`src/hdl/rv_pkg.sv`:
```
package rv_pkg;

    localparam int xlen = 64;
    localparam logic [xlen-1:0] pc_reset = '0;

    // major opcodes
    localparam logic [6:0] op_imm    = 7'b0010011;
    localparam logic [6:0] op_lui    = 7'b0110111;
    localparam logic [6:0] op_auipc  = 7'b0010111;
    localparam logic [6:0] op_jal    = 7'b1101111;
    localparam logic [6:0] op_jalr   = 7'b1100111;
    localparam logic [6:0] op_branch = 7'b1100011;
    localparam logic [6:0] op_load   = 7'b0000011;
    localparam logic [6:0] op_store  = 7'b0100011;
    localparam logic [6:0] op_reg    = 7'b0110011;

    typedef struct packed {
        logic [6:0] funct7;
        logic [4:0] rs2;
        logic [4:0] rs1;
        logic [2:0] funct3;
        logic [4:0] rd;
        logic [6:0] opcode;
    } r_fmt_t;

    typedef struct packed {
        logic [11:0] imm_11_0;
        logic [4:0]  rs1;
        logic [2:0]  funct3;
        logic [4:0]  rd;
        logic [6:0]  opcode;
    } i_fmt_t;

    typedef struct packed {
        logic [6:0] imm_11_5;
        logic [4:0] rs2;
        logic [4:0] rs1;
        logic [2:0] funct3;
        logic [4:0] imm_4_0;
        logic [6:0] opcode;
    } s_fmt_t;

    typedef struct packed {
        logic       imm_12;
        logic [5:0] imm_10_5;
        logic [4:0] rs2;
        logic [4:0] rs1;
        logic [2:0] funct3;
        logic [3:0] imm_4_1;
        logic       imm_11;
        logic [6:0] opcode;
    } b_fmt_t;

    typedef struct packed {
        logic [19:0] imm_31_12;
        logic [4:0]  rd;
        logic [6:0]  opcode;
    } u_fmt_t;

    typedef struct packed {
        logic       imm_20;
        logic [9:0] imm_10_1;
        logic       imm_11;
        logic [7:0] imm_19_12;
        logic [4:0] rd;
        logic [6:0] opcode;
    } j_fmt_t;

    // one instruction word, six readings
    typedef union packed {
        r_fmt_t fmt_r;
        i_fmt_t fmt_i;
        s_fmt_t fmt_s;
        b_fmt_t fmt_b;
        u_fmt_t fmt_u;
        j_fmt_t fmt_j;
    } inst_t;

    typedef struct packed {
        logic alu_lui;
        logic alu_sra;
        logic alu_srl;
        logic alu_sll;
        logic alu_xor;
        logic alu_or;
        logic alu_and;
        logic alu_sltu;
        logic alu_slt;
        logic alu_sub;
        logic alu_add;
    } alu_op_t;

    typedef struct packed {
        logic pc;
        logic rdata1;
    } src1_sel_t;

    typedef struct packed {
        logic imm_s;
        logic four;
        logic imm_u;
        logic imm_i;
        logic rdata2;
    } src2_sel_t;

    typedef struct packed {
        logic bge;  // bge and bgeu
        logic blt;  // blt and bltu
        logic bne;
        logic beq;
        logic jalr;
        logic jal;
        logic seq;
    } npc_sel_t;

    typedef struct packed {
        alu_op_t    alu_op;
        logic       rf_we;
        src1_sel_t  src1_sel;
        src2_sel_t  src2_sel;
        npc_sel_t   npc_sel;
        logic       unsigned_cmp;
        logic       wb_from_mem;
        logic       mem_ena;
        logic [7:0] mem_wen;
    } ctrl_t;

    typedef enum logic [2:0] {
        s_fetch = 3'd0,
        s_exec  = 3'd1,
        s_mem   = 3'd2,
        s_wb    = 3'd3,
        s_halt  = 3'd4
    } state_t;

endpackage

```
`src/hdl/reg_file.sv`:
```
`timescale 1ns/1ps

module reg_file (
    input  logic                    clk,
    input  logic                    rst_n,
    input  logic                    we,
    input  logic [4:0]              waddr,
    input  logic [4:0]              raddr1,
    input  logic [4:0]              raddr2,
    input  logic [rv_pkg::xlen-1:0] wdata,
    output logic [rv_pkg::xlen-1:0] rdata1,
    output logic [rv_pkg::xlen-1:0] rdata2
);

    logic [rv_pkg::xlen-1:0] regs [1:31];  // no storage for x0

    always_ff @(posedge clk or negedge rst_n) begin
        if (!rst_n) begin
            for (int i = 1; i < 32; i++) begin
                regs[i] <= '0;
            end
        end else if (we && (waddr != 5'd0)) begin
            regs[waddr] <= wdata;
        end
    end

    assign rdata1 = (raddr1 == 5'd0) ? '0 : regs[raddr1];
    assign rdata2 = (raddr2 == 5'd0) ? '0 : regs[raddr2];

endmodule

```
`config.mk`:
```
export PLATFORM = sky130hd
export DESIGN_NAME = reg_file
export DESIGN_NICKNAME = d
export VERILOG_FILES = /design/src/hdl/rv_pkg.sv /design/src/hdl/reg_file.sv
export SDC_FILE = /design/constraint.sdc
export NUM_CORES = 2
export LEC_CHECK = 0
export BUFFER_PORTS_ARGS = -buffer_cell sky130_fd_sc_hd__buf_4
export CORE_MARGIN = 5
export CORE_UTILIZATION = 26
export CTS_BUF_LIST = sky130_fd_sc_hd__clkbuf_8
export DETAILED_ROUTE_END_ITERATION = 12
export PLACE_DENSITY = 0.43
export SLEW_MARGIN = 20
export SYNTH_ARGS = -nofsm -noshare
export SYNTH_HDL_FRONTEND = slang
export SYNTH_SLANG_ARGS = --single-unit
export TNS_END_PERCENT = 50
```
`constraint.sdc`:
```
create_clock -name clk -period 4 [get_ports clk]
set_input_delay 0.4 -clock clk [delete_from_list [all_inputs] [get_ports clk]]
set_output_delay 0.4 -clock clk [all_outputs]
set_load 0.01 [all_outputs]
```
==> metrics.cfg <==
[worst_hold_path]
holdCritStartpoint=waddr[2]
hp-class=primary input to flop

[routing]
drc=0
drtPass1Iterations=6
drt_iter0_drc=5302
postRouteAntennaNets=0
wirelength_um=426000
vias=70800
routedWlPerCell_um=31.8
vias_per_cell=5.29

[die]
core-area_um2=409000
die_h_um=651
start_util=0.261
rows=235
die_x_um=651
io_pins=210
die-area_um2=423000

[synth]
yosysTopAreaCell=dfrtp_1
async_flop_share=1.00
synth_enable_flop_cells=0
synth_top_area_frac=0.465
synthFlopType=dfrtp_1
seq_area_frac_synth=0.465
synth_area_um2=107000
yosys-top-cells-area=dfrtp_1, mux2_2, mux4_2, mux2i_1, clkbuf_1
synthCells=7449
syn-mean-instance-area_um2=14.3
synth_nets=7531
yosysWarnings=0
synth_cell_types=44
synth-seq-cells=1984

[setup_path]
cp-end-kind=primary output
crit_path_start_kind=flop
arrival_ns=3.34
crit_type=flop to primary output
rr_startpoint=regs[915]
crit_start=regs[1407]
crit_fanout=3
required_ns=3.60

[status]
status=completed

[clock_network]
clk_pin_slew_ns=0.06
cts_hold_buf=67
htreeDepth=5
cts-root-buf=clkbuf_8
clk_latency_ns=1.02
clockBufferDepth=4
cts_tree=yes
numClockSinks=1984
cts_resized=0
numCtsBuffers=365
postCtsSetupRepairBufs=0

[global_route]
grt_pass1_wl_um=604000
grt_use_total=0.196
antenna_found_initial=45
grt_pass1_vias=75600
overflow=0
grt_max_degree=154

[power_and_ir_drop]
p_int_mw=42.7
switching_share=0.294
pwr-share-seq=0.446
power_leakage_nw=53.8
comb_power_share=0.219
vdd.ir_drop.worst_mv=0.213
p_per_area_nw_per_um2=485
clkPwrFrac=0.335
switching_power_mw=17.8

[run]
drv_cap=0

[timing]
rsz0062_at_grt=false
fin_worst_skew_ns=0
setup_violations=0
slew_violations=0
slew_headroom=0.255
timing.final.crit_share=0.936
hold_viol_final=0
layout_min_cycle_time_ns=3.74
timing.hold.ws_ns=0.159
fin_tns_setup_ns=0
fmax_mhz=267
worstMarginPinSlew_ns=1.09

[finish]
drive_gt1_frac=0.517
fin_nets=7745
area_growth_pct=16.9
nFillCells=40900
regMostFlops=regs
top_regs=regs (1984)
largest_register_ffs=1984

[place]
port_buffers=209
routabilityCongestion=0.775
dp_hpwl_um=255000

==> power by group through the flow <==
stage	Clock, mW	Sequential [mW]	Combinational [mW]
after global placement	0	27.0	13.1
after CTS	20.9	26.9	13.4
final	20.3	27.0	13.2
after detailed placement	0	27.2	13.3
after floorplan	0	26.1	9.47
after global routing	21.7	27.4	14.3
==> layout by cell type (no fill, tap or decap), types with 16 or more instances in the layout <==
| cell type | n |
|---|---|
| nand3_1 | 17 |
| a22oi_1 | 75 |
| dlygate4sd3_1 | 67 |
| buf_12 | 148 |
| nor3_1 | 88 |
| dfrtp_1 | 1984 |
| nand2_1 | 238 |
| o21ai_0 | 104 |
| o211ai_1 | 79 |
| inv_1 | 108 |
| nor2_1 | 87 |
| mux2_2 | 2178 |
| clkbuf_8 | 475 |
| mux2i_1 | 458 |
| buf_4 | 424 |
| clkinv_2 | 31 |
| mux4_2 | 748 |
| a21oi_1 | 121 |
| a31oi_1 | 68 |
| a221oi_1 | 119 |
| o32a_1 | 18 |
| nor2_4 | 16 |
| nor2b_1 | 111 |
==> cell type report <==
class,instances,area [um2],share of cell area
antenna,14,35.0,0.000281
clock buffer,474,6520,0.0523
clock inverter,158,888,0.00713
inverter,1,8.76,0.0000703
multi-input combinational,4662,53800,0.431
sequential,1984,49600,0.398
tap,5451,6820,0.0547
timing repair buffer,649,6980,0.0560
==> critical path: stages, from the launching register on <==
cell	delay (ns)
dfrtp_1	0.40
mux2i_1	0.16
o22a_1	0.16
o21ai_0	0.07
a2111oi_0	0.95
a211oi_1	0.34
buf_4	0.26
==> synthesized netlist by cell type, types with 2 or more instances <==
cell type and count:
and3_1 2, a221oi_1 119, a22oi_1 75, mux2i_1 458
nand3_1 19, a21o_1 9, or3_1 16, clkbuf_1 446
buf_4 41, a311oi_1 8, buf_2 251, a31oi_1 68
buf_1 49, o32a_1 18, and2_1 4, a211o_1 9
a2111oi_0 4, nand2_1 253, dfrtp_1 1984, a21oi_1 121
nor3_1 88, nor2_2 7, buf_6 15, o22a_1 4
a22o_1 2, o22ai_1 9, o211ai_1 79, mux2_2 2178
nor2b_1 121, o21ai_0 105, mux2_4 6, o221ai_1 15
mux4_2 748, nor2_1 98, nand2b_1 8, a211oi_1 4
==> metrics by stage <==
| stage | instances | instance area, um2 | util | total power [mW] | setup slack [ns] |
|---|---|---|---|---|---|
| 2_1_floorplan | 7449 | 107000 | - | 35.6 | 1.50 |
| 3_3_place_gp | 12700 | 117000 | 0.285 | 40.1 | 0.356 |
| 3_5_place_dp | 12700 | 117000 | 0.285 | 40.5 | 0.415 |
| 4_1_cts | 13400 | 125000 | 0.305 | 61.2 | 0.320 |
| 5_1_grt | 13400 | 125000 | 0.305 | 63.4 | 0.289 |
| 6_report | 13400 | 125000 | 0.305 | 60.5 | 0.256 |
==> metal layers <==
metal | part of all wire | wire length (um) | GRT usage | vias to the layer above
li1 | - | - | - | 29000
met1 | 0.44 | 187000 | 0.263 | 39200
met2 | 0.48 | 206000 | 0.328 | 1985
met3 | 0.045 | 19300 | 0.0280 | 675
met4 | 0.033 | 14200 | 0.0607 | 18
met5 | 0.00027 | 115 | 0 | -
==> worst paths after layout <==
path	slack, ns	end	cells past startpoint
worst min register to register	0.52	regs[850]	1
worst max register to register	3.20	regs[915]	1
worst min-delay path	0.16	regs[231]	3
worst max-delay path	0.26	rdata2[63]	6
min in group asynchronous	0.55	regs[455]	3
max in group asynchronous	2.12	regs[1220]	4
==> kinds of logic (layout without fill, tap and decap cells) <==
family          after synthesis  after routing  synth area share
flops                      1984           1984             0.465
buf+inv                     803           1282            0.0337
compound gates              651            651            0.0421
mux                        3391           3391             0.432
other cells                   0             14                 0
simple gates                620            620            0.0269
No activity file was read; power rests on OpenSTA's default activity.
