==> src/hdl/rv_pkg.sv <==
package rv_pkg;

    localparam int xlen = 64;
    localparam logic [xlen-1:0] pc_reset = '0;

    // major opcodes
    localparam logic [6:0] op_imm    = 7'b0010011;
    localparam logic [6:0] op_lui    = 7'b0110111;
    localparam logic [6:0] op_auipc  = 7'b0010111;
    localparam logic [6:0] op_jal    = 7'b1101111;
    localparam logic [6:0] op_jalr   = 7'b1100111;
    localparam logic [6:0] op_branch = 7'b1100011;
    localparam logic [6:0] op_load   = 7'b0000011;
    localparam logic [6:0] op_store  = 7'b0100011;
    localparam logic [6:0] op_reg    = 7'b0110011;

    typedef struct packed {
        logic [6:0] funct7;
        logic [4:0] rs2;
        logic [4:0] rs1;
        logic [2:0] funct3;
        logic [4:0] rd;
        logic [6:0] opcode;
    } r_fmt_t;

    typedef struct packed {
        logic [11:0] imm_11_0;
        logic [4:0]  rs1;
        logic [2:0]  funct3;
        logic [4:0]  rd;
        logic [6:0]  opcode;
    } i_fmt_t;

    typedef struct packed {
        logic [6:0] imm_11_5;
        logic [4:0] rs2;
        logic [4:0] rs1;
        logic [2:0] funct3;
        logic [4:0] imm_4_0;
        logic [6:0] opcode;
    } s_fmt_t;

    typedef struct packed {
        logic       imm_12;
        logic [5:0] imm_10_5;
        logic [4:0] rs2;
        logic [4:0] rs1;
        logic [2:0] funct3;
        logic [3:0] imm_4_1;
        logic       imm_11;
        logic [6:0] opcode;
    } b_fmt_t;

    typedef struct packed {
        logic [19:0] imm_31_12;
        logic [4:0]  rd;
        logic [6:0]  opcode;
    } u_fmt_t;

    typedef struct packed {
        logic       imm_20;
        logic [9:0] imm_10_1;
        logic       imm_11;
        logic [7:0] imm_19_12;
        logic [4:0] rd;
        logic [6:0] opcode;
    } j_fmt_t;

    // one instruction word, six readings
    typedef union packed {
        r_fmt_t fmt_r;
        i_fmt_t fmt_i;
        s_fmt_t fmt_s;
        b_fmt_t fmt_b;
        u_fmt_t fmt_u;
        j_fmt_t fmt_j;
    } inst_t;

    typedef struct packed {
        logic alu_lui;
        logic alu_sra;
        logic alu_srl;
        logic alu_sll;
        logic alu_xor;
        logic alu_or;
        logic alu_and;
        logic alu_sltu;
        logic alu_slt;
        logic alu_sub;
        logic alu_add;
    } alu_op_t;

    typedef struct packed {
        logic pc;
        logic rdata1;
    } src1_sel_t;

    typedef struct packed {
        logic imm_s;
        logic four;
        logic imm_u;
        logic imm_i;
        logic rdata2;
    } src2_sel_t;

    typedef struct packed {
        logic bge;  // bge and bgeu
        logic blt;  // blt and bltu
        logic bne;
        logic beq;
        logic jalr;
        logic jal;
        logic seq;
    } npc_sel_t;

    typedef struct packed {
        alu_op_t    alu_op;
        logic       rf_we;
        src1_sel_t  src1_sel;
        src2_sel_t  src2_sel;
        npc_sel_t   npc_sel;
        logic       unsigned_cmp;
        logic       wb_from_mem;
        logic       mem_ena;
        logic [7:0] mem_wen;
    } ctrl_t;

    typedef enum logic [2:0] {
        s_fetch = 3'd0,
        s_exec  = 3'd1,
        s_mem   = 3'd2,
        s_wb    = 3'd3,
        s_halt  = 3'd4
    } state_t;

endpackage

==> src/hdl/core_fsm.sv <==
`timescale 1ns/1ps

module core_fsm (
    input  logic clk,
    input  logic rst_n,
    input  logic mem_ena,
    input  logic illegal,
    output logic ir_load,
    output logic pc_load,
    output logic rf_wr_en,
    output logic mem_phase,
    output logic retire,
    output logic halted
);

    rv_pkg::state_t state, state_nxt;

    always_ff @(posedge clk or negedge rst_n) begin
        if (!rst_n) begin
            state <= rv_pkg::s_fetch;
        end else begin
            state <= state_nxt;
        end
    end

    always_comb begin
        state_nxt = state;
        case (state)
            rv_pkg::s_fetch: state_nxt = rv_pkg::s_exec;
            rv_pkg::s_exec: begin
                if (illegal)
                    state_nxt = rv_pkg::s_halt;
                else if (mem_ena)
                    state_nxt = rv_pkg::s_mem;  // ld / sd only
                else
                    state_nxt = rv_pkg::s_wb;
            end
            rv_pkg::s_mem:  state_nxt = rv_pkg::s_wb;
            rv_pkg::s_wb:   state_nxt = rv_pkg::s_fetch;
            default:        state_nxt = rv_pkg::s_halt;
        endcase
    end

    assign ir_load   = (state == rv_pkg::s_fetch);
    assign mem_phase = (state == rv_pkg::s_mem);
    assign rf_wr_en  = (state == rv_pkg::s_wb);
    assign pc_load   = (state == rv_pkg::s_wb);
    assign retire    = (state == rv_pkg::s_wb);
    assign halted    = (state == rv_pkg::s_halt);

    a_state_legal: assert property (@(posedge clk) disable iff (!rst_n)
        state inside {rv_pkg::s_fetch, rv_pkg::s_exec, rv_pkg::s_mem,
                      rv_pkg::s_wb, rv_pkg::s_halt});

    a_halt_sticky: assert property (@(posedge clk) disable iff (!rst_n)
        (state == rv_pkg::s_halt) |=> (state == rv_pkg::s_halt));

endmodule

==> config.mk <==
export PLATFORM = sky130hd
export DESIGN_NAME = core_fsm
export DESIGN_NICKNAME = d
export VERILOG_FILES = /design/src/hdl/rv_pkg.sv /design/src/hdl/core_fsm.sv
export SDC_FILE = /design/constraint.sdc
export NUM_CORES = 1
export LEC_CHECK = 0
export ABC_AREA = 1
export BUFFER_PORTS_ARGS = -buffer_cell sky130_fd_sc_hd__buf_2
export CAP_MARGIN = 10
export CORE_AREA = 2 2 39 41
export DETAILED_ROUTE_END_ITERATION = 10
export DIE_AREA = 0 0 41 43
export GPL_TIMING_DRIVEN = 1
export SYNTH_ARGS = -nofsm -noshare
export SYNTH_HDL_FRONTEND = slang
export SYNTH_SLANG_ARGS = --single-unit
==> constraint.sdc <==
create_clock -name clk -period 2.3 [get_ports clk]
set_input_delay 0.345 -clock clk [delete_from_list [all_inputs] [get_ports clk]]
set_output_delay 0.345 -clock clk [all_outputs]
set_load 0.1 [all_outputs]
==> summary.md <==
| Metric | Value |
|---|---|
| Clock share of power | between 60% and 70% |
| ANT nets after route | 0 |
| Routability Congestion | between 0.7 and 0.8 |
| Post-synth cell types | 10 |
| I/O pins | 10 |
| RSZ-0062 raised after global routing | no |
| Psw | between 0.02 and 0.03 mW |
| Via count | 176 |
| Slew Limit Fails | 0 |
| Pin count of the biggest net entering global routing | 6 |
| Synthesized area | 173 um^2 |
| Ant. Diodes | 0 |
| Vias in the first global route | 192 |
| Pwr Density | roughly 560 nW/um^2 |
| Setup TNS | 0 ns |
| Crit-path max FO | 4 |
| Clock root cell | clkbuf_4 |
| Syn_area_per_cell | 7.51 um^2 |
| # hold bufs at CTS | 1 |
| Final wirelength | 355 um |
| Final Critical Period | between 1.5 and 2 ns |
| Initial antenna violation count | 0 |
| First-pass GRT wire length | between 600 and 700 um |
| Total Power | roughly 0.15 mW |
| Die area | roughly 1800 um^2 |
| Gr ovfl total | 0 |
| Dpl cells | between 40 and 50 |
| Top reg by flops | state |
| Bufs on Longest Clock Path | 2 |
| Comb pwr share | under 10% |
| Post-CTS sizing | 0 |
| Final setup vio count | 0 |
| Overall Global Routing Usage | under 10% |
| Fin crit share | between 70% and 80% |
| CP startpoint kind | flop |
| Initial Util | around an eighth |
| Worst IR Drop VDD | around 0.00014 V |
| Reg clk slew, reported paths | roughly 0.04 ns |
| Biggest regs | state x3 |
| Initial DRC Count | 3 |
| Num CTS Buffers | 3 |
| Post-CTS setup buffers | 0 |
| Pleak | approximately 0.17 nW |
| Max reg flops | 3 |
| Die height | roughly 43 um |
| Post-DP HPWL | roughly 300 um |
| Sequential area share after synthesis | a little over two fifths |
| Clock sink total | 3 |
| WP data arrival | about 1.4 ns |
| Router iterations before antenna repair | 2 |
| Die X | roughly 40 um |
| CP endpoint kind | output pin |
| Synth Instances | 23 |
| Tightest Pin Transition | roughly 0.48 ns |
| DR DRC count | 0 |
| Synth-to-layout area growth | 56.5% |
| Worst Path Required | 1.96 ns |
| #FFs+latches synth | 3 |
| Layout Nets | 40 |
| Multi-input gate area | 75.1 um^2 |
| # fillers | about 160 |
| H-tree Lvls | 1 |
| Wire length per cell | 6.96 um |
| Worst rel slew slack | roughly two thirds |
| Final Non-Filler Cells | about 50 |
| Switch share | 19.4% |
| CP Class | flop to output pin |
| Sequential cell area | approximately 75 um^2 |
| Core area | approximately 1400 um^2 |
| FP Rows | 14 |
| Status | complete, no violations |
| TritonCTS clock tree | done |
| Seq pwr share | 35.3% |
| Pint | approximately 0.12 mW |
| Final clock skew | approximately 0.00013 ns |
| Number of warnings issued by yosys | 0 |
| Path type of the worst min-delay path | input pin to flop |
| Clk Latency, worst-skew pair | between 0.2 and 0.25 ns |
| Vias per cell | between 3 and 4 |
| Syn nets | 27 |
| Final Hold Fails | 0 |
| Max-cap violations | 0 |
| Layout cells sized above 1 | 45.7% |
| Input/output buffers | 9 |
| Fmax | roughly 580 MHz |
area by class of cell:
type / instances / area share [%]
Sequential cell: 3 / 27.8
Clock buffer: 4 / 9.72
Tap cell: 16 / 7.41
Timing Repair Buffer: 10 / 20.4
Inverter: 5 / 6.94
Multi-Input combinational cell: 13 / 27.8
synth_stat cells:
library cell  number  area share [%]
nand3_1            2             5.8
inv_2              1             2.2
o21ai_2            1             5.1
dfrtp_1            3              43
nor3_1             1             2.9
nor2_1             3             6.5
nor3_2             1             5.8
buf_4              2             8.7
inv_1              4             8.7
nand2_1            5              11
worst max-delay path, cell delays in order, from the launching register on:
cell and delay [ns]:
dfrtp_1 0.41, inv_1 0.14, nand2_1 0.09, nor2_1 0.08
buf_2 0.42
layout by cell type, fill, tap and decap left out:
cell type      netlist  routed
dlygate4sd3_1        0       1
nor2_1               3       3
clkbuf_1             0       1
nor3_4               0       1
nand3_1              2       2
o21ai_2              1       1
nor3_2               1       1
clkbuf_4             0       3
buf_2                0       9
dfrtp_1              3       3
nand2_1              5       5
inv_2                1       1
inv_1                4       4
per-layer routing:
layer	global-route usage (%)	share of wire (%)
met1	4.89	36
met2	7.81	55
met3	4.71	6.5
met4	10.0	2.3
met5	0	0
through the flow:
stage	cell area, um^2	hold slack [ns]	util, %	worst slack (ns)
after floorplan	184	0.0494	-	0.104
after global placement	234	0.143	16.9	0.825
after detailed placement	234	0.144	16.9	0.812
after CTS	270	0.346	19.5	0.557
after global routing	270	0.373	19.5	0.471
final	270	0.355	19.5	0.580
final timing paths:
path | from | endpoint | slack [ns] | depth (start not counted)
min reg2reg | state[0] | state[1] | 0.58 | 2
min | mem_ena | state[0] | 0.36 | 4
max | state[0] | ir_load | 0.58 | 4
max reg2reg | state[0] | state[1] | 1.49 | 3
max in group asynchronous | rst_n | state[0] | 1.76 | 2
min in group asynchronous | rst_n | state[1] | 0.44 | 2
power by group through the flow:
stage	sequential (mW)	combinational [mW]	clock, mW
after floorplan	0.0538	0.00107	0
after global placement	0.0537	0.00473	0
after detailed placement	0.0537	0.00458	0
after CTS	0.0531	0.00585	0.0969
after global routing	0.0530	0.00671	0.102
final	0.0531	0.00572	0.0917
cells by family after synthesis:
family                 after synthesis  synth area share, %
and+or+nand+nor                     12                 31.9
DFF                                  3                 43.5
AOI/OAI and AO/OA                    1                 5.07
buffers and inverters                7                 19.6
(Power assumes the default switching activity.)
