File: config.mk
export PLATFORM = sky130hd
export DESIGN_NAME = pc_unit
export DESIGN_NICKNAME = d
export VERILOG_FILES = /design/src/hdl/rv_pkg.sv /design/src/hdl/pc_unit.sv
export SDC_FILE = /design/constraint.sdc
export NUM_CORES = 1
export LEC_CHECK = 0
export ABC_AREA = 1
export BUFFER_PORTS_ARGS = -buffer_cell sky130_fd_sc_hd__buf_2
export CORE_UTILIZATION = 59
export CTS_CLUSTER_SIZE = 30
export DETAILED_ROUTE_END_ITERATION = 10
export PLACE_DENSITY = 0.84
export SYNTH_ARGS = -nofsm -noshare
export SYNTH_HDL_FRONTEND = slang
export SYNTH_SLANG_ARGS = --single-unit
File: constraint.sdc
create_clock -name clk -period 2.8 [get_ports clk]
set_clock_uncertainty 0.1 [all_clocks]
set_input_delay 0.42 -clock clk [delete_from_list [all_inputs] [get_ports clk]]
set_output_delay 0.42 -clock clk [all_outputs]
set_load 0.01 [all_outputs]
File: src/hdl/rv_pkg.sv
package rv_pkg;

    localparam int xlen = 64;
    localparam logic [xlen-1:0] pc_reset = '0;

    // major opcodes
    localparam logic [6:0] op_imm    = 7'b0010011;
    localparam logic [6:0] op_lui    = 7'b0110111;
    localparam logic [6:0] op_auipc  = 7'b0010111;
    localparam logic [6:0] op_jal    = 7'b1101111;
    localparam logic [6:0] op_jalr   = 7'b1100111;
    localparam logic [6:0] op_branch = 7'b1100011;
    localparam logic [6:0] op_load   = 7'b0000011;
    localparam logic [6:0] op_store  = 7'b0100011;
    localparam logic [6:0] op_reg    = 7'b0110011;

    typedef struct packed {
        logic [6:0] funct7;
        logic [4:0] rs2;
        logic [4:0] rs1;
        logic [2:0] funct3;
        logic [4:0] rd;
        logic [6:0] opcode;
    } r_fmt_t;

    typedef struct packed {
        logic [11:0] imm_11_0;
        logic [4:0]  rs1;
        logic [2:0]  funct3;
        logic [4:0]  rd;
        logic [6:0]  opcode;
    } i_fmt_t;

    typedef struct packed {
        logic [6:0] imm_11_5;
        logic [4:0] rs2;
        logic [4:0] rs1;
        logic [2:0] funct3;
        logic [4:0] imm_4_0;
        logic [6:0] opcode;
    } s_fmt_t;

    typedef struct packed {
        logic       imm_12;
        logic [5:0] imm_10_5;
        logic [4:0] rs2;
        logic [4:0] rs1;
        logic [2:0] funct3;
        logic [3:0] imm_4_1;
        logic       imm_11;
        logic [6:0] opcode;
    } b_fmt_t;

    typedef struct packed {
        logic [19:0] imm_31_12;
        logic [4:0]  rd;
        logic [6:0]  opcode;
    } u_fmt_t;

    typedef struct packed {
        logic       imm_20;
        logic [9:0] imm_10_1;
        logic       imm_11;
        logic [7:0] imm_19_12;
        logic [4:0] rd;
        logic [6:0] opcode;
    } j_fmt_t;

    // one instruction word, six readings
    typedef union packed {
        r_fmt_t fmt_r;
        i_fmt_t fmt_i;
        s_fmt_t fmt_s;
        b_fmt_t fmt_b;
        u_fmt_t fmt_u;
        j_fmt_t fmt_j;
    } inst_t;

    typedef struct packed {
        logic alu_lui;
        logic alu_sra;
        logic alu_srl;
        logic alu_sll;
        logic alu_xor;
        logic alu_or;
        logic alu_and;
        logic alu_sltu;
        logic alu_slt;
        logic alu_sub;
        logic alu_add;
    } alu_op_t;

    typedef struct packed {
        logic pc;
        logic rdata1;
    } src1_sel_t;

    typedef struct packed {
        logic imm_s;
        logic four;
        logic imm_u;
        logic imm_i;
        logic rdata2;
    } src2_sel_t;

    typedef struct packed {
        logic bge;  // bge and bgeu
        logic blt;  // blt and bltu
        logic bne;
        logic beq;
        logic jalr;
        logic jal;
        logic seq;
    } npc_sel_t;

    typedef struct packed {
        alu_op_t    alu_op;
        logic       rf_we;
        src1_sel_t  src1_sel;
        src2_sel_t  src2_sel;
        npc_sel_t   npc_sel;
        logic       unsigned_cmp;
        logic       wb_from_mem;
        logic       mem_ena;
        logic [7:0] mem_wen;
    } ctrl_t;

    typedef enum logic [2:0] {
        s_fetch = 3'd0,
        s_exec  = 3'd1,
        s_mem   = 3'd2,
        s_wb    = 3'd3,
        s_halt  = 3'd4
    } state_t;

endpackage

File: src/hdl/pc_unit.sv
`timescale 1ns/1ps

module pc_unit (
    input  logic                    clk,
    input  logic                    rst_n,
    input  logic                    pc_load,
    input  rv_pkg::npc_sel_t        npc_sel,
    input  logic                    unsigned_cmp,
    input  logic [rv_pkg::xlen-1:0] rs1_val,
    input  logic [rv_pkg::xlen-1:0] rs2_val,
    input  logic [rv_pkg::xlen-1:0] branch_imm,
    input  logic [rv_pkg::xlen-1:0] jal_imm,
    input  logic [rv_pkg::xlen-1:0] i_imm,
    output logic [rv_pkg::xlen-1:0] pc
);

    logic                    eq, lt, taken;
    logic [rv_pkg::xlen-1:0] seq_pc, jalr_sum, npc;

    assign eq = (rs1_val == rs2_val);
    assign lt = unsigned_cmp ? (rs1_val < rs2_val)
                             : ($signed(rs1_val) < $signed(rs2_val));

    assign taken = (npc_sel.beq & eq) | (npc_sel.bne & ~eq)
                 | (npc_sel.blt & lt) | (npc_sel.bge & ~lt);

    assign seq_pc   = pc + 64'd4;
    assign jalr_sum = rs1_val + i_imm;

    always_comb begin
        if (npc_sel.jal)
            npc = pc + jal_imm;
        else if (npc_sel.jalr)
            npc = {jalr_sum[rv_pkg::xlen-1:1], 1'b0};  // low bit cleared
        else if (taken)
            npc = pc + branch_imm;
        else
            npc = seq_pc;  // seq or branch not taken
    end

    always_ff @(posedge clk or negedge rst_n) begin
        if (!rst_n) begin
            pc <= rv_pkg::pc_reset;
        end else if (pc_load) begin
            pc <= npc;
        end
    end

endmodule

==> flow_metrics.env, run 1 <==
export IMPL_gp_congestion=1.14
export IMPL_placementRows=68
export IMPL_dieHeight_um=191
export IMPL_start_util_pct=60.4
export IMPL_cts_root_buf="clkbuf_16"
export IMPL_synth_area_per_cell_um2=5.50
export IMPL_ios=395
export IMPL_async_flop_share_pct=100
export IMPL_grt_pass1_vias=37020
export IMPL_synth_ff_type="dfrtp_1"
export IMPL_grt_use_total_pct=72.4
export IMPL_cts_inserted_buffers=9
export IMPL_cts_buffer_depth=2
export IMPL_synth_warnings=0
export IMPL_fp_dieW_um=191
export IMPL_synth_cell_types=51
export IMPL_syn_instance_count=3815
export IMPL_grt_pass1_wl_um=202000
export IMPL_clock_sinks=64
export IMPL_error="[ERROR GRT-0116] Global routing finished with congestion. Check the congestion regions in the DRC Viewer."
export IMPL_overflow=159
export IMPL_status="did not finish"
export IMPL_flow_stopped_at="5_1_grt"
export IMPL_synth_fp_nets=4402
export IMPL_dpl_cell_area_mm2=0.0290
export IMPL_grt_start_max_net_pins=88
export IMPL_htreeDepth=3
export IMPL_syn_area_mm2=0.0210
export IMPL_synth_edf_count=0
export IMPL_ys_ff_latch=64
export IMPL_ys_seq_area_share_pct=7.63
export IMPL_port_buffers=393
export IMPL_hpwlAfterDp_um=86700
==> synth_stat cells (all sizes together), types with 3 or more instances <==
library cell	number	area (µm²)
a21boi	14	105
a21o	50	375
a21oi	370	1860
a221oi	3	26.3
a31oi	44	275
and2	3	18.8
and3	5	31.3
buf	19	140
clkbuf	37	139
dfrtp	64	1600
fa	3	60.1
ha	253	3170
inv	582	2180
nand2	942	3540
nand3	254	1290
nand3b	12	90.1
nand4	55	344
nor2	512	1920
nor3	77	395
nor4	19	125
o2111ai	3	26.3
o211ai	29	223
o21a	23	173
o21ai	242	1210
o21bai	31	233
or2	12	75.1
xnor2	48	420
xor2	99	867
==> layer usage <==
layer / GRT overflow / global-route usage, %
met5: 0 / 21.0
met4: 74 / 76.4
met3: 1 / 47.2
met2: 80 / 94.5
met1: 4 / 72.8
==> timing repair <==
action | 4_1_cts
gates resized for setup | 194
hold buffers | 1
endpoints found under the setup margin | 64
setup buffers | 11
endpoints found under the hold margin | 9
pin swaps | 33
==> stage by stage <==
step	util [%]	setup slack [ns]	instances	hold WS, ns
after floorplan	-	0.136	3815	0.0244
after global placement	83.2	-0.407	5356	0.348
after detailed placement	83.2	-0.543	5356	0.351
after CTS	87.0	-0.0459	5384	0.447
==> cell families after synthesis <==
family	share of synthesized area (%)
AOI/OAI and AO/OA	21.8
xor gates and xnor gates	6.13
adders and majority gates	15.4
buffers and inverters	11.7
DFF	7.63
and+or+nand+nor	37.3
==> inputs of run 2 (changes only) <==
--- a/config.mk
+++ b/config.mk
@@ -7,10 +7,9 @@
 export LEC_CHECK = 0
 export ABC_AREA = 1
 export BUFFER_PORTS_ARGS = -buffer_cell sky130_fd_sc_hd__buf_2
-export CORE_UTILIZATION = 59
-export CTS_CLUSTER_SIZE = 30
+export CORE_UTILIZATION = 40
 export DETAILED_ROUTE_END_ITERATION = 10
-export PLACE_DENSITY = 0.84
+export PLACE_DENSITY_LB_ADDON = 0.15
 export SYNTH_ARGS = -nofsm -noshare
 export SYNTH_HDL_FRONTEND = slang
 export SYNTH_SLANG_ARGS = --single-unit
==> run 2 against run 1 <==
Against the previous run: the flow now finishes, with violations (setup timing); synthesized cell count is the same; area after synthesis unchanged.
==> flow_metrics.env, run 2 <==
export IMPL_grt_use_total_pct=40.2
export IMPL_core_mm2=0.0516
export IMPL_placementRows=83
export IMPL_cap_viol_max_count=0
export IMPL_start_kind="register"
export IMPL_htreeDepth=3
export IMPL_clock_sinks=64
export IMPL_grt_pass1_vias=29404
export IMPL_fp_dieW_um=231
export IMPL_synth_compound_area_share_pct=21.8
export IMPL_p_int_mw=11.2
export IMPL_crit_required_ns=2.99
export IMPL_relSlewSlack_pct=55.6
export IMPL_critPathKind="reg2reg"
export IMPL_setup_ws_ns=-0.158
export IMPL_cts_tree="yes"
export IMPL_synthTopCellsByArea="nand2_1 17%, ha_1 15%, inv_1 10%, nor2_1 9.1%, a21oi_1 8.8%"
export IMPL_fin_util_pct=67.5
export IMPL_dpl_cell_area_mm2=0.0305
export IMPL_layout_commonest_cell="buf_4"
export IMPL_p_leak_nw=17.7
export IMPL_startpoint="pc[13]"
export IMPL_drt_first_pass_iters=6
export IMPL_ios=395
export IMPL_largest_reg_flops=64
export IMPL_p_switching_mw=12.3
export IMPL_overflow=0
export IMPL_muxShareOfSynthArea_pct=0
export IMPL_gp_congestion=1.05
export IMPL_rsz0062_at_grt="yes"
export IMPL_mostFrequentLayoutCells="935 x buf_4, 834 x nand2_1, 547 x inv_1, 409 x nor2_1, 386 x buf_2"
export IMPL_hpwlAfterDp_um=95200
export IMPL_via_count=31516
export IMPL_wl_per_cell_um=19.8
export IMPL_violations="setup timing"
export IMPL_dieHeight_um=231
export IMPL_synth_fp_nets=4402
export IMPL_final_cell_area_mm2=0.0348
export IMPL_synth_xor_area_share_pct=6.13
export IMPL_synth_ff_type="dfrtp_1"
export IMPL_power_share_switching_pct=52.4
export IMPL_p_per_area_mw_per_mm2=677
export IMPL_start_util_pct=40.7
export IMPL_yosysMostFrequentCell="nand2_1"
export IMPL_synth_simple_gate_area_share_pct=37.3
export IMPL_syn_area_mm2=0.0210
export IMPL_place_ws_ns=-0.642
export IMPL_die_area_mm2=0.0534
export IMPL_regToRegStartpoint="pc[13]"
export IMPL_async_flop_share_pct=100
export IMPL_antenna_cells=0
export IMPL_clkSlewWorstSetupHoldPaths_ns=0.07
export IMPL_synth_top_area_share_pct=16.8
export IMPL_drc_errors=0
export IMPL_cp_arrival_ns=3.15
export IMPL_clockPowerShare_pct=5.6
export IMPL_irDropWorstVdd_v=0.000302
export IMPL_cts_root_buf="clkbuf_16"
export IMPL_finalCritPeriodShare_pct=106
export IMPL_synth_area_per_cell_um2=5.50
export IMPL_synth_top_family_by_area="simple AND/OR/NAND/NOR gates"
export IMPL_regMostFlops="pc"
export IMPL_cts_buffer_depth=2
export IMPL_syn2layout_area_growth_pct=65.9
export IMPL_worst_hold_path_type="in2reg"
export IMPL_yosysTopAreaCell="nand2_1"
export IMPL_drt_initial_drc_count=2542
export IMPL_min_period_ns=2.96
export IMPL_cp_end_kind="register"
export IMPL_hold_violations=0
export IMPL_synth_warnings=0
export IMPL_grt_start_max_net_pins=53
export IMPL_finalSetupViolations=21
export IMPL_crit_fanout=5
export IMPL_drv_slew=0
export IMPL_p_seq_share_pct=8.5
export IMPL_drive_above_1_share_pct=39.4
export IMPL_drt_wl_total_um=115000
export IMPL_via_per_inst=5.41
export IMPL_ys_ff_latch=64
export IMPL_power_frac_comb_pct=85.9
export IMPL_ys_seq_area_share_pct=7.63
export IMPL_fmax_mhz=338
export IMPL_cts_inserted_buffers=9
export IMPL_port_buffers=393
export IMPL_syn_instance_count=3815
export IMPL_status="complete, but fails checks"
export IMPL_tightest_slew_ns=0.666
export IMPL_antenna_found_initial=0
export IMPL_synth_edf_count=0
export IMPL_synth_cell_types=51
export IMPL_synth_adder_area_share_pct=15.4
export IMPL_clkLatencyLatePin_ns=0.36
export IMPL_synth_commonest_cells="941 x nand2_1, 581 x inv_1, 511 x nor2_1"
export IMPL_ant_nets=0
export IMPL_hp_start="pc_load"
export IMPL_grt_pass1_wl_um=164000
export IMPL_top_regs="pc (64)"
export IMPL_nets=5724
-- run 2: worst max-delay path: stages (launching register included) --
cell and delay [ns]:
dfrtp_2 0.51, ha_4 0.35, nand2_2 0.10, o21ai_0 0.33
nand2_1 0.13, nand2_1 0.13, o21bai_1 0.13, buf_4 0.17
nand4_1 0.08, o211ai_1 0.24, xor2_1 0.19, buf_4 0.15
nor2_2 0.04, o21bai_1 0.12, nand2_1 0.07, nand2_1 0.06
-- run 2: path summary, 6_finish.rpt --
check / endpoint / slack [ns] / cells past startpoint
worst min-delay path: pc[47] / 0.43 / 3
worst max register to register: pc[51] / -0.16 / 15
worst max-delay path: pc[51] / -0.16 / 15
worst min register to register: pc[53] / 0.46 / 2
min in group asynchronous: pc[61] / 0.53 / 2
max in group asynchronous: pc[17] / 1.34 / 3
-- run 2: what timing repair did --
action                                  CTS  global route
hold endpoints to repair                 21             0
pin swaps                                47           191
endpoints found under the setup margin   45            64
resized for setup                       218           603
buffers inserted                         11            50
cloned                                    1             0
hold buffers                              1             0
-- run 2: through the flow --
stage | power [mW] | TNS (ns) | cells | hold WS (ns)
finish | 23.6 | -1.14 | 5822 | 0.432
global route | 25.0 | -5.09 | 5822 | 0.453
CTS | 20.6 | -0.124 | 5776 | 0.404
detailed placement | 18.3 | -21.77 | 5747 | 0.363
global placement | 18.3 | -18.42 | 5747 | 0.356
floorplan | 9.70 | 0 | 3815 | 0.0244
-- run 2: final cells by class --
type	count	area (µm²)
clock buffer	10	239
fill	4769	16800
inverter	583	2200
multi-input combinational	3112	20200
tap	680	851
timing repair buffer	1367	9620
sequential	64	1650
clock inverter	6	91.3
-- run 2: power by group through the flow --
stage / Clock [mW] / Combinational (mW) / Sequential, mW
floorplan: 0 / 7.85 / 1.85
finish: 1.32 / 20.3 / 2.00
detailed placement: 0 / 16.5 / 1.79
global route: 1.35 / 21.7 / 1.99
CTS: 1.32 / 17.4 / 1.84
global placement: 0 / 16.5 / 1.78
-- run 2: per-layer routing --
metal  vias up  global-route usage [%]  part of all wire, %
li1      15266                       -                    -
met1     14463                    52.1                   41
met2      1471                    65.8                   45
met3       316                    3.99                  8.0
met4         0                    20.7                  5.9
met5         -                       0                    0
-- run 2: logic make-up (layout without fill, tap and decap cells) --
| family | count (synthesis) | in the layout |
|---|---|---|
| buffers and inverters | 639 | 1966 |
| DFF | 64 | 64 |
| adders and majority gates | 256 | 256 |
| xor gates and xnor gates | 147 | 147 |
| and+or+nand+nor | 1892 | 1892 |
| AOI/OAI and AO/OA | 817 | 817 |
(Power assumes the default switching activity.)
