File: config.mk
export PLATFORM = sky130hd
export DESIGN_NAME = control_unit
export DESIGN_NICKNAME = d
export VERILOG_FILES = /design/src/hdl/rv_pkg.sv /design/src/hdl/control_unit.sv
export SDC_FILE = /design/constraint.sdc
export NUM_CORES = 1
export LEC_CHECK = 0
export ABC_AREA = 0
export ABC_CLOCK_PERIOD_IN_PS = 1900
export CAP_MARGIN = 0
export CORE_ASPECT_RATIO = 0.75
export CORE_UTILIZATION = 25
export DETAILED_ROUTE_END_ITERATION = 12
export DONT_BUFFER_PORTS = 1
export SKIP_LAST_GASP = 1
export SLEW_MARGIN = 20
export SYNTH_ARGS = -nofsm -noshare
export SYNTH_HDL_FRONTEND = slang
export SYNTH_SLANG_ARGS = --single-unit
File: constraint.sdc
create_clock -name vclk -period 1.9
set_input_delay 0.38 -clock vclk [all_inputs]
set_output_delay 0.38 -clock vclk [all_outputs]
set_load 0.005 [all_outputs]
File: src/hdl/rv_pkg.sv
package rv_pkg;

    localparam int xlen = 64;
    localparam logic [xlen-1:0] pc_reset = '0;

    // major opcodes
    localparam logic [6:0] op_imm    = 7'b0010011;
    localparam logic [6:0] op_lui    = 7'b0110111;
    localparam logic [6:0] op_auipc  = 7'b0010111;
    localparam logic [6:0] op_jal    = 7'b1101111;
    localparam logic [6:0] op_jalr   = 7'b1100111;
    localparam logic [6:0] op_branch = 7'b1100011;
    localparam logic [6:0] op_load   = 7'b0000011;
    localparam logic [6:0] op_store  = 7'b0100011;
    localparam logic [6:0] op_reg    = 7'b0110011;

    typedef struct packed {
        logic [6:0] funct7;
        logic [4:0] rs2;
        logic [4:0] rs1;
        logic [2:0] funct3;
        logic [4:0] rd;
        logic [6:0] opcode;
    } r_fmt_t;

    typedef struct packed {
        logic [11:0] imm_11_0;
        logic [4:0]  rs1;
        logic [2:0]  funct3;
        logic [4:0]  rd;
        logic [6:0]  opcode;
    } i_fmt_t;

    typedef struct packed {
        logic [6:0] imm_11_5;
        logic [4:0] rs2;
        logic [4:0] rs1;
        logic [2:0] funct3;
        logic [4:0] imm_4_0;
        logic [6:0] opcode;
    } s_fmt_t;

    typedef struct packed {
        logic       imm_12;
        logic [5:0] imm_10_5;
        logic [4:0] rs2;
        logic [4:0] rs1;
        logic [2:0] funct3;
        logic [3:0] imm_4_1;
        logic       imm_11;
        logic [6:0] opcode;
    } b_fmt_t;

    typedef struct packed {
        logic [19:0] imm_31_12;
        logic [4:0]  rd;
        logic [6:0]  opcode;
    } u_fmt_t;

    typedef struct packed {
        logic       imm_20;
        logic [9:0] imm_10_1;
        logic       imm_11;
        logic [7:0] imm_19_12;
        logic [4:0] rd;
        logic [6:0] opcode;
    } j_fmt_t;

    // one instruction word, six readings
    typedef union packed {
        r_fmt_t fmt_r;
        i_fmt_t fmt_i;
        s_fmt_t fmt_s;
        b_fmt_t fmt_b;
        u_fmt_t fmt_u;
        j_fmt_t fmt_j;
    } inst_t;

    typedef struct packed {
        logic alu_lui;
        logic alu_sra;
        logic alu_srl;
        logic alu_sll;
        logic alu_xor;
        logic alu_or;
        logic alu_and;
        logic alu_sltu;
        logic alu_slt;
        logic alu_sub;
        logic alu_add;
    } alu_op_t;

    typedef struct packed {
        logic pc;
        logic rdata1;
    } src1_sel_t;

    typedef struct packed {
        logic imm_s;
        logic four;
        logic imm_u;
        logic imm_i;
        logic rdata2;
    } src2_sel_t;

    typedef struct packed {
        logic bge;  // bge and bgeu
        logic blt;  // blt and bltu
        logic bne;
        logic beq;
        logic jalr;
        logic jal;
        logic seq;
    } npc_sel_t;

    typedef struct packed {
        alu_op_t    alu_op;
        logic       rf_we;
        src1_sel_t  src1_sel;
        src2_sel_t  src2_sel;
        npc_sel_t   npc_sel;
        logic       unsigned_cmp;
        logic       wb_from_mem;
        logic       mem_ena;
        logic [7:0] mem_wen;
    } ctrl_t;

    typedef enum logic [2:0] {
        s_fetch = 3'd0,
        s_exec  = 3'd1,
        s_mem   = 3'd2,
        s_wb    = 3'd3,
        s_halt  = 3'd4
    } state_t;

endpackage

File: src/hdl/control_unit.sv
`timescale 1ns/1ps

module control_unit (
    input  rv_pkg::inst_t inst,
    output rv_pkg::ctrl_t ctrl,
    output logic          illegal
);

    logic [6:0] opcode;
    logic [2:0] funct3;
    logic [6:0] funct7;

    logic inst_addi, inst_lui, inst_auipc, inst_jal, inst_jalr;
    logic inst_add, inst_sub, inst_slt, inst_sltu, inst_and;
    logic inst_or, inst_xor, inst_sll, inst_srl, inst_sra;
    logic inst_beq, inst_bne, inst_blt, inst_bltu, inst_bge, inst_bgeu;
    logic inst_ld, inst_sd;
    logic r_type, b_type, mem, legal;
    logic reg_f7_zero, reg_f7_alt;

    assign opcode = inst.fmt_r.opcode;
    assign funct3 = inst.fmt_r.funct3;
    assign funct7 = inst.fmt_r.funct7;

    assign reg_f7_zero = (opcode == rv_pkg::op_reg) && (funct7 == 7'b0000000);
    assign reg_f7_alt  = (opcode == rv_pkg::op_reg) && (funct7 == 7'b0100000);

    assign inst_addi  = (opcode == rv_pkg::op_imm) && (funct3 == 3'b000);
    assign inst_lui   = (opcode == rv_pkg::op_lui);
    assign inst_auipc = (opcode == rv_pkg::op_auipc);
    assign inst_jal   = (opcode == rv_pkg::op_jal);
    assign inst_jalr  = (opcode == rv_pkg::op_jalr) && (funct3 == 3'b000);

    assign inst_add  = reg_f7_zero && (funct3 == 3'b000);
    assign inst_sub  = reg_f7_alt  && (funct3 == 3'b000);
    assign inst_sll  = reg_f7_zero && (funct3 == 3'b001);
    assign inst_slt  = reg_f7_zero && (funct3 == 3'b010);
    assign inst_sltu = reg_f7_zero && (funct3 == 3'b011);
    assign inst_xor  = reg_f7_zero && (funct3 == 3'b100);
    assign inst_srl  = reg_f7_zero && (funct3 == 3'b101);
    assign inst_sra  = reg_f7_alt  && (funct3 == 3'b101);
    assign inst_or   = reg_f7_zero && (funct3 == 3'b110);
    assign inst_and  = reg_f7_zero && (funct3 == 3'b111);

    assign inst_beq  = (opcode == rv_pkg::op_branch) && (funct3 == 3'b000);
    assign inst_bne  = (opcode == rv_pkg::op_branch) && (funct3 == 3'b001);
    assign inst_blt  = (opcode == rv_pkg::op_branch) && (funct3 == 3'b100);
    assign inst_bge  = (opcode == rv_pkg::op_branch) && (funct3 == 3'b101);
    assign inst_bltu = (opcode == rv_pkg::op_branch) && (funct3 == 3'b110);
    assign inst_bgeu = (opcode == rv_pkg::op_branch) && (funct3 == 3'b111);

    assign inst_ld = (opcode == rv_pkg::op_load)  && (funct3 == 3'b011);
    assign inst_sd = (opcode == rv_pkg::op_store) && (funct3 == 3'b011);

    assign r_type = inst_add | inst_sub | inst_slt | inst_sltu | inst_and
                  | inst_or | inst_xor | inst_sll | inst_srl | inst_sra;
    assign b_type = inst_beq | inst_bne | inst_blt | inst_bltu | inst_bge | inst_bgeu;
    assign mem    = inst_ld | inst_sd;

    assign legal   = inst_addi | inst_lui | inst_auipc | inst_jal | inst_jalr
                   | r_type | b_type | mem;
    assign illegal = ~legal;

    // branches keep a compare op so alu_op stays one-hot
    assign ctrl.alu_op = '{
        alu_lui:  inst_lui,
        alu_sra:  inst_sra,
        alu_srl:  inst_srl,
        alu_sll:  inst_sll,
        alu_xor:  inst_xor,
        alu_or:   inst_or,
        alu_and:  inst_and,
        alu_sltu: inst_sltu | inst_bltu | inst_bgeu,
        alu_slt:  inst_slt | inst_blt | inst_bge,
        alu_sub:  inst_sub | inst_beq | inst_bne,
        alu_add:  inst_add | inst_addi | inst_auipc | inst_jal | inst_jalr | mem
    };

    assign ctrl.rf_we = inst_addi | inst_lui | inst_auipc | inst_jal | inst_jalr
                      | r_type | inst_ld;

    assign ctrl.src1_sel.pc     = inst_auipc | inst_jal | inst_jalr;
    assign ctrl.src1_sel.rdata1 = inst_addi | inst_lui | r_type | b_type | mem; // lui ignores a

    assign ctrl.src2_sel.imm_s  = inst_sd;
    assign ctrl.src2_sel.four   = inst_jal | inst_jalr;  // link value
    assign ctrl.src2_sel.imm_u  = inst_lui | inst_auipc;
    assign ctrl.src2_sel.imm_i  = inst_addi | inst_ld;
    assign ctrl.src2_sel.rdata2 = r_type | b_type;

    assign ctrl.npc_sel.bge  = inst_bge | inst_bgeu;
    assign ctrl.npc_sel.blt  = inst_blt | inst_bltu;
    assign ctrl.npc_sel.bne  = inst_bne;
    assign ctrl.npc_sel.beq  = inst_beq;
    assign ctrl.npc_sel.jalr = inst_jalr;
    assign ctrl.npc_sel.jal  = inst_jal;
    assign ctrl.npc_sel.seq  = inst_addi | inst_lui | inst_auipc | r_type | mem;

    assign ctrl.unsigned_cmp = inst_bltu | inst_bgeu;
    assign ctrl.wb_from_mem  = inst_ld;
    assign ctrl.mem_ena      = mem;
    assign ctrl.mem_wen      = {8{inst_sd}};

    always_comb begin
        assert final (illegal || ($onehot(ctrl.npc_sel) && $onehot(ctrl.src1_sel)
                                  && $onehot(ctrl.alu_op)))
            else $error("control_unit: select field not one-hot for %h", inst);
    end

endmodule

==> metrics.md, run 1 <==
| Metric | Value |
|---|---|
| Status | completed |
| Drt first pass iters | 4 |
| Yosys cell types | 29 |
| Hold WC Path Type | in2out |
| CP required | 1520 ps |
| Post-CTS setup buffers | 0 |
| CP bufs+invs | 1 |
| Critical path's top delay family | simple AND/OR/NAND/NOR gates |
| Most frequent cells in the layout | nor2_1, nand2_1, buf_4 |
| Min cycle time layout | 1800 ps |
| Starting density of the core | 27.9% |
| Dpl ws | 39.0 ps |
| Standard-cell rows | 15 |
| Syn_nets | 144 |
| Syn-to-layout area delta | -6.12% |
| Headroom to the max-slew limit | 72.6% |
| Layout clock buffers | 0 |
| Vias in the first global route | 581 |
| DPL Wire Length | 1560 µm |
| Vias/cell | 5.19 |
| Mapped Avg Cell Area | 6.02 µm² |
| Post-synthesis sequential area ratio | 0% |
| Synth warnings | 0 |
| RSZ-0062 raised after global routing | no |
| Leakage power | 0.000203 µW |
| Total of max-cap violations | 0 |
| CP endpoint kind | primary output |
| Power density over the cells | 74.3 nW/µm² |
| Final ANT Viol Nets | 0 |
| Arrival time at the worst endpoint | 1420 ps |
| Reg area | 0 µm² |
| CP Launch Type | primary input |
| DRC viols | 0 |
| Final Max Slew Viols | 0 |
| Port Buffers | 0 |
| Setup TNS | 0 ps |
| Grt ovf | 0 |
| Final nets | 131 |
| Final Hold Viols | 0 |
| Die H | 47.0 µm |
| Most common cell after layout, fill and taps aside | nor2_1 |
| Detailed Route WL | 1840 µm |
| DRT iter0 DRCs | 7 |
| Layout cells sized above 1 | 17.5% |
| Hold buffers post-CTS | 0 |
| Post-Synthesis Cells | 112 |
| Sequential cell count | 0 |
| Pin count of the biggest net entering global routing | 18 |
| Crit-path cells | nor4_1 -> buf_4 -> nand3_2 -> or3b_1 -> a21oi_2 |
| Core box area | 2420 µm² |
| PostCTS Resize Cnt | 0 |
| CP max FO | 2 |
| Routed len/inst | 14.0 µm |
| Tcrit/Tclk final | 94.9% |
| Antenna Cells | 0 |
| Worst path slowest cell | or3b_1 |
| Slowest stage delay, CP | 390 ps |
| Via count | 680 |
| Worst VDD drop | 0.0350 mV |
| Global-route wire length before repair | 2660 µm |
| Antenna violations before repair | 0 |
| Io pins | 70 |
| Post-Layout Cell Count | 131 |
| Routability cong. | 0.785 |
| Worst-Margin Slew | 408 ps |
| GRT Total Usage | 11.9% |
| CP Class | in2out |
| Final setup margin | 97.7 ps |
| DP Cell Count | 131 |
| Die area | 2910 µm² |
| Setup violators final | 0 |
| Cell Area, Synth | 674 µm² |
| Die width | 62.0 µm |
| Max Clk Rate | 555 MHz |
==> layer usage <==
metal | vias up | part of all wire, % | global-route usage, %
met5 | - | 0 | 0
met1 | 317 | 48 | 19.1
li1 | 337 | - | -
met3 | 0 | 8.3 | 1.65
met2 | 26 | 44 | 17.7
met4 | 0 | 0 | 0
==> synth_stat cells (all sizes together) <==
cell	count	area share (%)
or3b	1	1.3
a32oi	1	1.3
o21ai	4	3.0
and3b	2	3.0
a21oi	8	6.5
and3	1	0.93
o32a	1	1.5
nor3	9	8.3
nand2	10	5.6
or3	5	4.6
nor2	18	10
xor2	1	1.3
nand4	1	0.93
or2	2	1.9
nand2b	6	5.9
nand3	5	4.5
buf	22	24
nor4	3	5.0
nor4b	1	1.3
and2	4	3.7
clkbuf	3	1.7
inv	2	1.1
o31ai	1	1.1
o21a	1	1.1
==> cell families after synthesis <==
| logic type | Yosys count | share of synthesized area, % |
|---|---|---|
| AOI/OAI and AO/OA | 16 | 14.5 |
| buffers and inverters | 27 | 27.3 |
| and+or+nand+nor | 68 | 57.0 |
| xor gates and xnor gates | 1 | 1.30 |
==> power breakdown <==
group          internal, µW  switching [µW]
clock                     0               0
sequential                0               0
combinational          22.7            24.3
==> area by class of cell <==
cell class | instances | area [µm²]
fill | 275 | 1790
inverter | 2 | 7.51
multi-input combinational | 85 | 495
tap | 34 | 42.5
timing repair buffer | 10 | 87.6
==> path summary, 6_finish.rpt <==
path | end | from | depth (start not counted) | slack (ps)
max | ctrl[29] | inst[26] | 5 | 100
min | ctrl[13] | inst[3] | 1 | 800
==> metrics by stage <==
step / total power, µW / utilization [%] / instance area (µm²) / hold slack [ps]
after global placement: 45.0 / 26.1 / 633 / 801
after floorplan: 44.1 / - / 679 / 802
after detailed placement: 46.9 / 26.1 / 633 / 800
after CTS: 47.2 / 26.1 / 633 / 800
after global routing: 52.3 / 26.1 / 633 / 800
final: 47.0 / 26.1 / 633 / 799
(Power assumes the default switching activity.)
==> inputs of run 2 (changes only) <==
--- a/config.mk
+++ b/config.mk
@@ -8,10 +8,10 @@
 export ABC_AREA = 0
 export ABC_CLOCK_PERIOD_IN_PS = 1900
 export CAP_MARGIN = 0
-export CORE_ASPECT_RATIO = 0.75
 export CORE_UTILIZATION = 25
 export DETAILED_ROUTE_END_ITERATION = 12
 export DONT_BUFFER_PORTS = 1
+export MAX_ROUTING_LAYER = met4
 export SKIP_LAST_GASP = 1
 export SLEW_MARGIN = 20
 export SYNTH_ARGS = -nofsm -noshare
==> run 2 against run 1 <==
Compared with the run above:
- core utilization down 0.80 points
- setup slack worse by 17 ps
- first-iteration DRC count rose to 3.7 times the previous value
- cell count down 3.1%
- critical path depth unchanged
- combinational power about the same
- power down 0.48%
- clock-buffer cell count unchanged
- die area about the same
- critical endpoint unchanged
==> metrics.md, run 2 (same netlist as run 1, synthesis figures left out) <==
| Metric | Value |
|---|---|
| Die H | 53.9 µm (+15%) |
| Hold buffers post-CTS | 0 (unchanged) |
| CP max FO | 4 (+2) |
| GRT Total Usage | 11.2% (-0.74 points) |
| CP required | 1520 ps (about the same) |
| Via count | 666 (-2.1%) |
| Vias/cell | 5.24 (+1.0%) |
| WHS Endpoint | ctrl[13] |
| Reg area | 0 µm² (unchanged) |
| Hold WC Path Type | in2out |
| Drt first pass iters | 4 (unchanged) |
| Vias in the first global route | 513 (-12%) |
| Detailed Route WL | 1760 µm (-3.9%) |
| RSZ-0062 raised after global routing | no |
| Syn-to-layout area delta | -5.19% |
| Io pins | 70 (unchanged) |
| CP endpoint kind | primary output |
| DRC viols | 0 (unchanged) |
| Routability cong. | 0.807 (+2.7%) |
| Routed len/inst | 13.9 µm (-0.90%) |
| Worst-Margin Slew | 393 ps (-15.3 ps) |
| Most frequent cells in the layout | nor2_1, nand2_1, buf_4 |
| Crit-path cells | nand2b_4 -> nor4_4 -> nand3_2 -> or3b_1 -> a21oi_2 |
| Grt ovf | 0 (unchanged) |
| CP bufs+invs | 0 (-1) |
| Max Clk Rate | 550 MHz (-0.92%) |
| Headroom to the max-slew limit | 73.6% (+1.0 points) |
| Die area | 2910 µm² (about the same) |
| Total of max-cap violations | 0 (unchanged) |
| Core box area | 2520 µm² (+4.2%) |
| Final Hold Viols | 0 (unchanged) |
| Layout clock buffers | 0 (unchanged) |
| Tcrit/Tclk final | 95.7% (+0.88 points) |
| Global-route wire length before repair | 2360 µm (-11%) |
| Area of the multi-input gates | 507 µm² (+2.3%) |
| Setup TNS | 0 ps (unchanged) |
| Hold path cells | 1 (unchanged) |
| Arrival time at the worst endpoint | 1440 ps (+20 ps) |
| CP Class | in2out |
| DRT iter0 DRCs | 26 (+19) |
| Starting density of the core | 26.7% (-1.1 points) |
| Antenna violations before repair | 0 (unchanged) |
| Antenna Cells | 0 (unchanged) |
| Layout cells sized above 1 | 19.6% (+2.1 points) |
| # fillers | 303 (+10%) |
| Slowest stage delay, CP | 380 ps (about the same) |
| Min cycle time layout | 1820 ps (+16.7 ps) |
| DPL Wire Length | 1450 µm (-7.4%) |
| Standard-cell rows | 18 (+3) |
| Final nets | 131 (unchanged) |
| Hold Crit Start | inst[3] |
| Final Max Slew Viols | 0 (unchanged) |
| Sequential cell count | 0 (unchanged) |
| Pin count of the biggest net entering global routing | 18 (unchanged) |
| Status | completed |
| Worst path slowest cell | or3b_1 |
| Final core occ | 25.3% (-0.80 points) |
| Final ANT Viol Nets | 0 (unchanged) |
| Port Buffers | 0 (unchanged) |
| Worst VDD drop | 0.0338 mV (-3.3%) |
| Most common cell after layout, fill and taps aside | nor2_1 |
| Leakage power | 0.000206 µW (+1.3%) |
| Setup violators final | 0 (unchanged) |
| Critical path's top delay family | simple AND/OR/NAND/NOR gates |
| CP Launch Type | primary input |
| Die width | 53.9 µm (-13%) |
| Power density over the cells | 73.2 nW/µm² (-1.5%) |
| CP Depth | 5 (unchanged) |
-- run 2: how the worst max path moves through the flow --
stage	from	end	slack (ps)
floorplan	inst[6]	ctrl[29]	30
global placement	inst[6]	ctrl[29]	20
detailed placement	inst[6]	ctrl[29]	10
CTS	inst[6]	ctrl[29]	10
global route	inst[6]	ctrl[29]	20
finish	inst[6]	ctrl[29]	80
-- run 2: cell type report --
class	count	share of cell area, %
multi-input cells	85	79.3
repair buffers	10	13.7
well taps	30	5.87
inverters	2	1.17
-- run 2: layer usage --
metal / GRT usage (%) / part of all wire, % / up-vias / wire length (µm)
li1: - / - / 335 / -
met1: 16.9 / 46 / 300 / 811
met2: 16.7 / 45 / 31 / 798
met3: 1.13 / 8.7 / 0 / 153
met4: 0 / 0 / 0 / 0
met5: - / 0 / - / 0
-- run 2: repair_timing --
action	CTS	global route
resized for setup	0	2
setup endpoints to repair	0	3
endpoints found under the hold margin	0	0
setup buffers	0	0
-- run 2: stage by stage --
stage	instance area (µm²)	total power, µW	hold slack, ps	instances	setup slack, ps
5_1_grt	639	52.7	808	127	23.1
3_5_place_dp	628	46.3	803	127	14.8
4_1_cts	628	46.6	803	127	14.8
2_1_floorplan	679	44.1	802	112	26.2
3_3_place_gp	628	45.5	802	127	22.7
6_report	639	46.8	800	127	81.0
-- run 2: report_power, final --
group          internal (µW)  leakage (µW)  switching [µW]
clock                      0             0               0
sequential                 0             0               0
combinational           23.0      0.000206            23.8
total                   23.0      0.000206            23.8
==> inputs of run 3 (changes only) <==
--- a/config.mk
+++ b/config.mk
@@ -12,6 +12,9 @@
 export DETAILED_ROUTE_END_ITERATION = 12
 export DONT_BUFFER_PORTS = 1
 export MAX_ROUTING_LAYER = met4
+export PLACE_DENSITY = 0.4
+export REMOVE_ABC_BUFFERS = 1
+export SETUP_SLACK_MARGIN = 0.05
 export SKIP_LAST_GASP = 1
 export SLEW_MARGIN = 20
 export SYNTH_ARGS = -nofsm -noshare
==> run 3 against run 2 <==
Compared with the run above:
- sequential cell count unchanged
- hold slack barely moved
- wire length rose by 2.3%
- non-clock buffer count rose by 5
- cell count is 3.9% higher
- largest power group unchanged
- highest routed layer unchanged
==> metrics.md, run 3 (same netlist as run 1, synthesis figures left out) <==
| Metric | Value |
|---|---|
| WHS Endpoint | ctrl[13] |
| Area post-placement | 638 µm² (+1.6%) |
| Final Hold Viols | 0 (unchanged) |
| Most common cell after layout, fill and taps aside | nor2_1 |
| Hold path cells | 1 (unchanged) |
| Max Clk Rate | 541 MHz (-1.6%) |
| Layout Cell Area excl Fill | 709 µm² (+11%) |
| Reg area | 0 µm² (unchanged) |
| GRT Total Usage | 11.5% (+0.35 points) |
| Vias/cell | 5.27 (+0.40%) |
| Die H | 53.9 µm (unchanged) |
| CP Class | in2out |
| Final ANT Viol Nets | 0 (unchanged) |
| Worst VDD drop | 0.0432 mV (+28%) |
| Switching Fraction | 50.3% (-0.60 points) |
| Vias in the first global route | 556 (+8.4%) |
| Grt ovf | 0 (unchanged) |
| Drt first pass iters | 4 (unchanged) |
| Internal Power | 25.7 µW (+12%) |
| Die area | 2910 µm² (unchanged) |
| CP endpoint kind | primary output |
| Clk pwr share | 0% (unchanged) |
| RSZ-0062 raised after global routing | yes |
| Syn-to-layout area delta | 5.19% |
| Area of the multi-input gates | 536 µm² (+5.7%) |
| Min cycle time layout | 1850 ps (+28.7 ps) |
| Global-route wire length before repair | 2560 µm (+8.5%) |
| Final nets | 136 (+3.8%) |
| Arrival time at the worst endpoint | 1470 ps (+30 ps) |
| Headroom to the max-slew limit | 77.0% (+3.4 points) |
| DRT iter0 DRCs | 8 (-69%) |
| Core box area | 2520 µm² (unchanged) |
| Port Buffers | 0 (unchanged) |
| Worst-Margin Slew | 342 ps (-50.1 ps) |
| Power Total | 51.7 µW (+10%) |
| DPL Wire Length | 1440 µm (-0.41%) |
| Antenna violations before repair | 0 (unchanged) |
| Standard-cell rows | 18 (unchanged) |
| CP Launch Type | primary input |
| Status | completed |
| DRC viols | 0 (unchanged) |
| Routability cong. | 0.764 (-5.3%) |
| Via count | 695 (+4.4%) |
| Detailed Route WL | 1810 µm (+2.3%) |
| CP max FO | 4 (unchanged) |
| Routed len/inst | 13.7 µm (-1.6%) |
| Leakage power | 0.000257 µW (+25%) |
| Psw | 26.0 µW (+9.1%) |
| Hold Crit Start | inst[3] |
| Io pins | 70 (unchanged) |
| Hold buffers post-CTS | 0 (unchanged) |
| CP required | 1520 ps (about the same) |
| Total of max-cap violations | 0 (unchanged) |
| Power density over the cells | 72.9 nW/µm² (-0.49%) |
| Most frequent cells in the layout | nor2_1, buf_4, nand2_1 |
| Logic pwr share | 100.0% (about the same) |
| Final Max Slew Viols | 0 (unchanged) |
| Die width | 53.9 µm (unchanged) |
| Pin count of the biggest net entering global routing | 18 (unchanged) |
| Sequential cell count | 0 (unchanged) |
| Layout cells sized above 1 | 28.4% (+8.8 points) |
| Layout clock buffers | 0 (unchanged) |
| Tcrit/Tclk final | 97.2% (+1.5 points) |
| Setup violators final | 0 (unchanged) |
| Antenna Cells | 0 (unchanged) |
| Hold WC Path Type | in2out |
| Starting density of the core | 26.7% (unchanged) |
| Seq pwr share | 0% (unchanged) |
| # fillers | 300 (-0.99%) |
run 3: area by class of cell:
cell class,count,share of cell area [%]
Inverter,2,1.06
Timing Repair Buffer,15,18.2
Multi-Input combinational cell,85,75.5
Tap cell,30,5.29
run 3: critical path, cell delays in order:
cell	delay, ps
nand2b_4	140
nor4_4	260
buf_4	170
nand4_1	150
o31ai_2	220
buf_4	150
run 3: through the flow:
stage          setup WS (ps)  utilization (%)  TNS (ps)  std cells  hold WS, ps
4_1_cts                -1.70             25.8     -1.70        130          800
3_3_place_gp           -28.4             25.3     -54.3        129          800
2_1_floorplan          -24.2                -     -24.2         87          795
5_1_grt                -46.7             28.1     -46.7        132          807
6_report                52.3             28.1         0        132          801
3_5_place_dp           -47.9             25.3     -92.2        129          800
run 3: worst max-delay path by stage:
stage,from,to,slack (ps),cells after the start
finish,inst[6],ctrl[28],50,6
global route,inst[6],ctrl[28],-50,6
CTS,inst[6],ctrl[28],-2,6
detailed placement,inst[6],ctrl[28],-50,6
global placement,inst[6],ctrl[29],-30,5
floorplan,inst[6],ctrl[29],-20,5
run 3: power groups by stage:
stage | clock, µW | sequential (µW) | combinational (µW)
after global routing | 0 | 0 | 57.7
after CTS | 0 | 0 | 46.7
after detailed placement | 0 | 0 | 45.4
after global placement | 0 | 0 | 45.1
after floorplan | 0 | 0 | 35.7
final | 0 | 0 | 51.7
run 3: layer usage:
layer	share of wire (%)	vias to the layer above	wire, µm	track usage, %
li1	-	346	-	-
met1	44	318	803	16.2
met2	49	31	888	19.5
met4	0	0	0	0
met3	6.3	0	113	0
met5	0	-	0	-
run 3: timing repair:
action                                  CTS  global route
buffers inserted                          1             2
pin swaps                                 3             4
gates resized for setup                   1            12
endpoints found under the setup margin    8            16
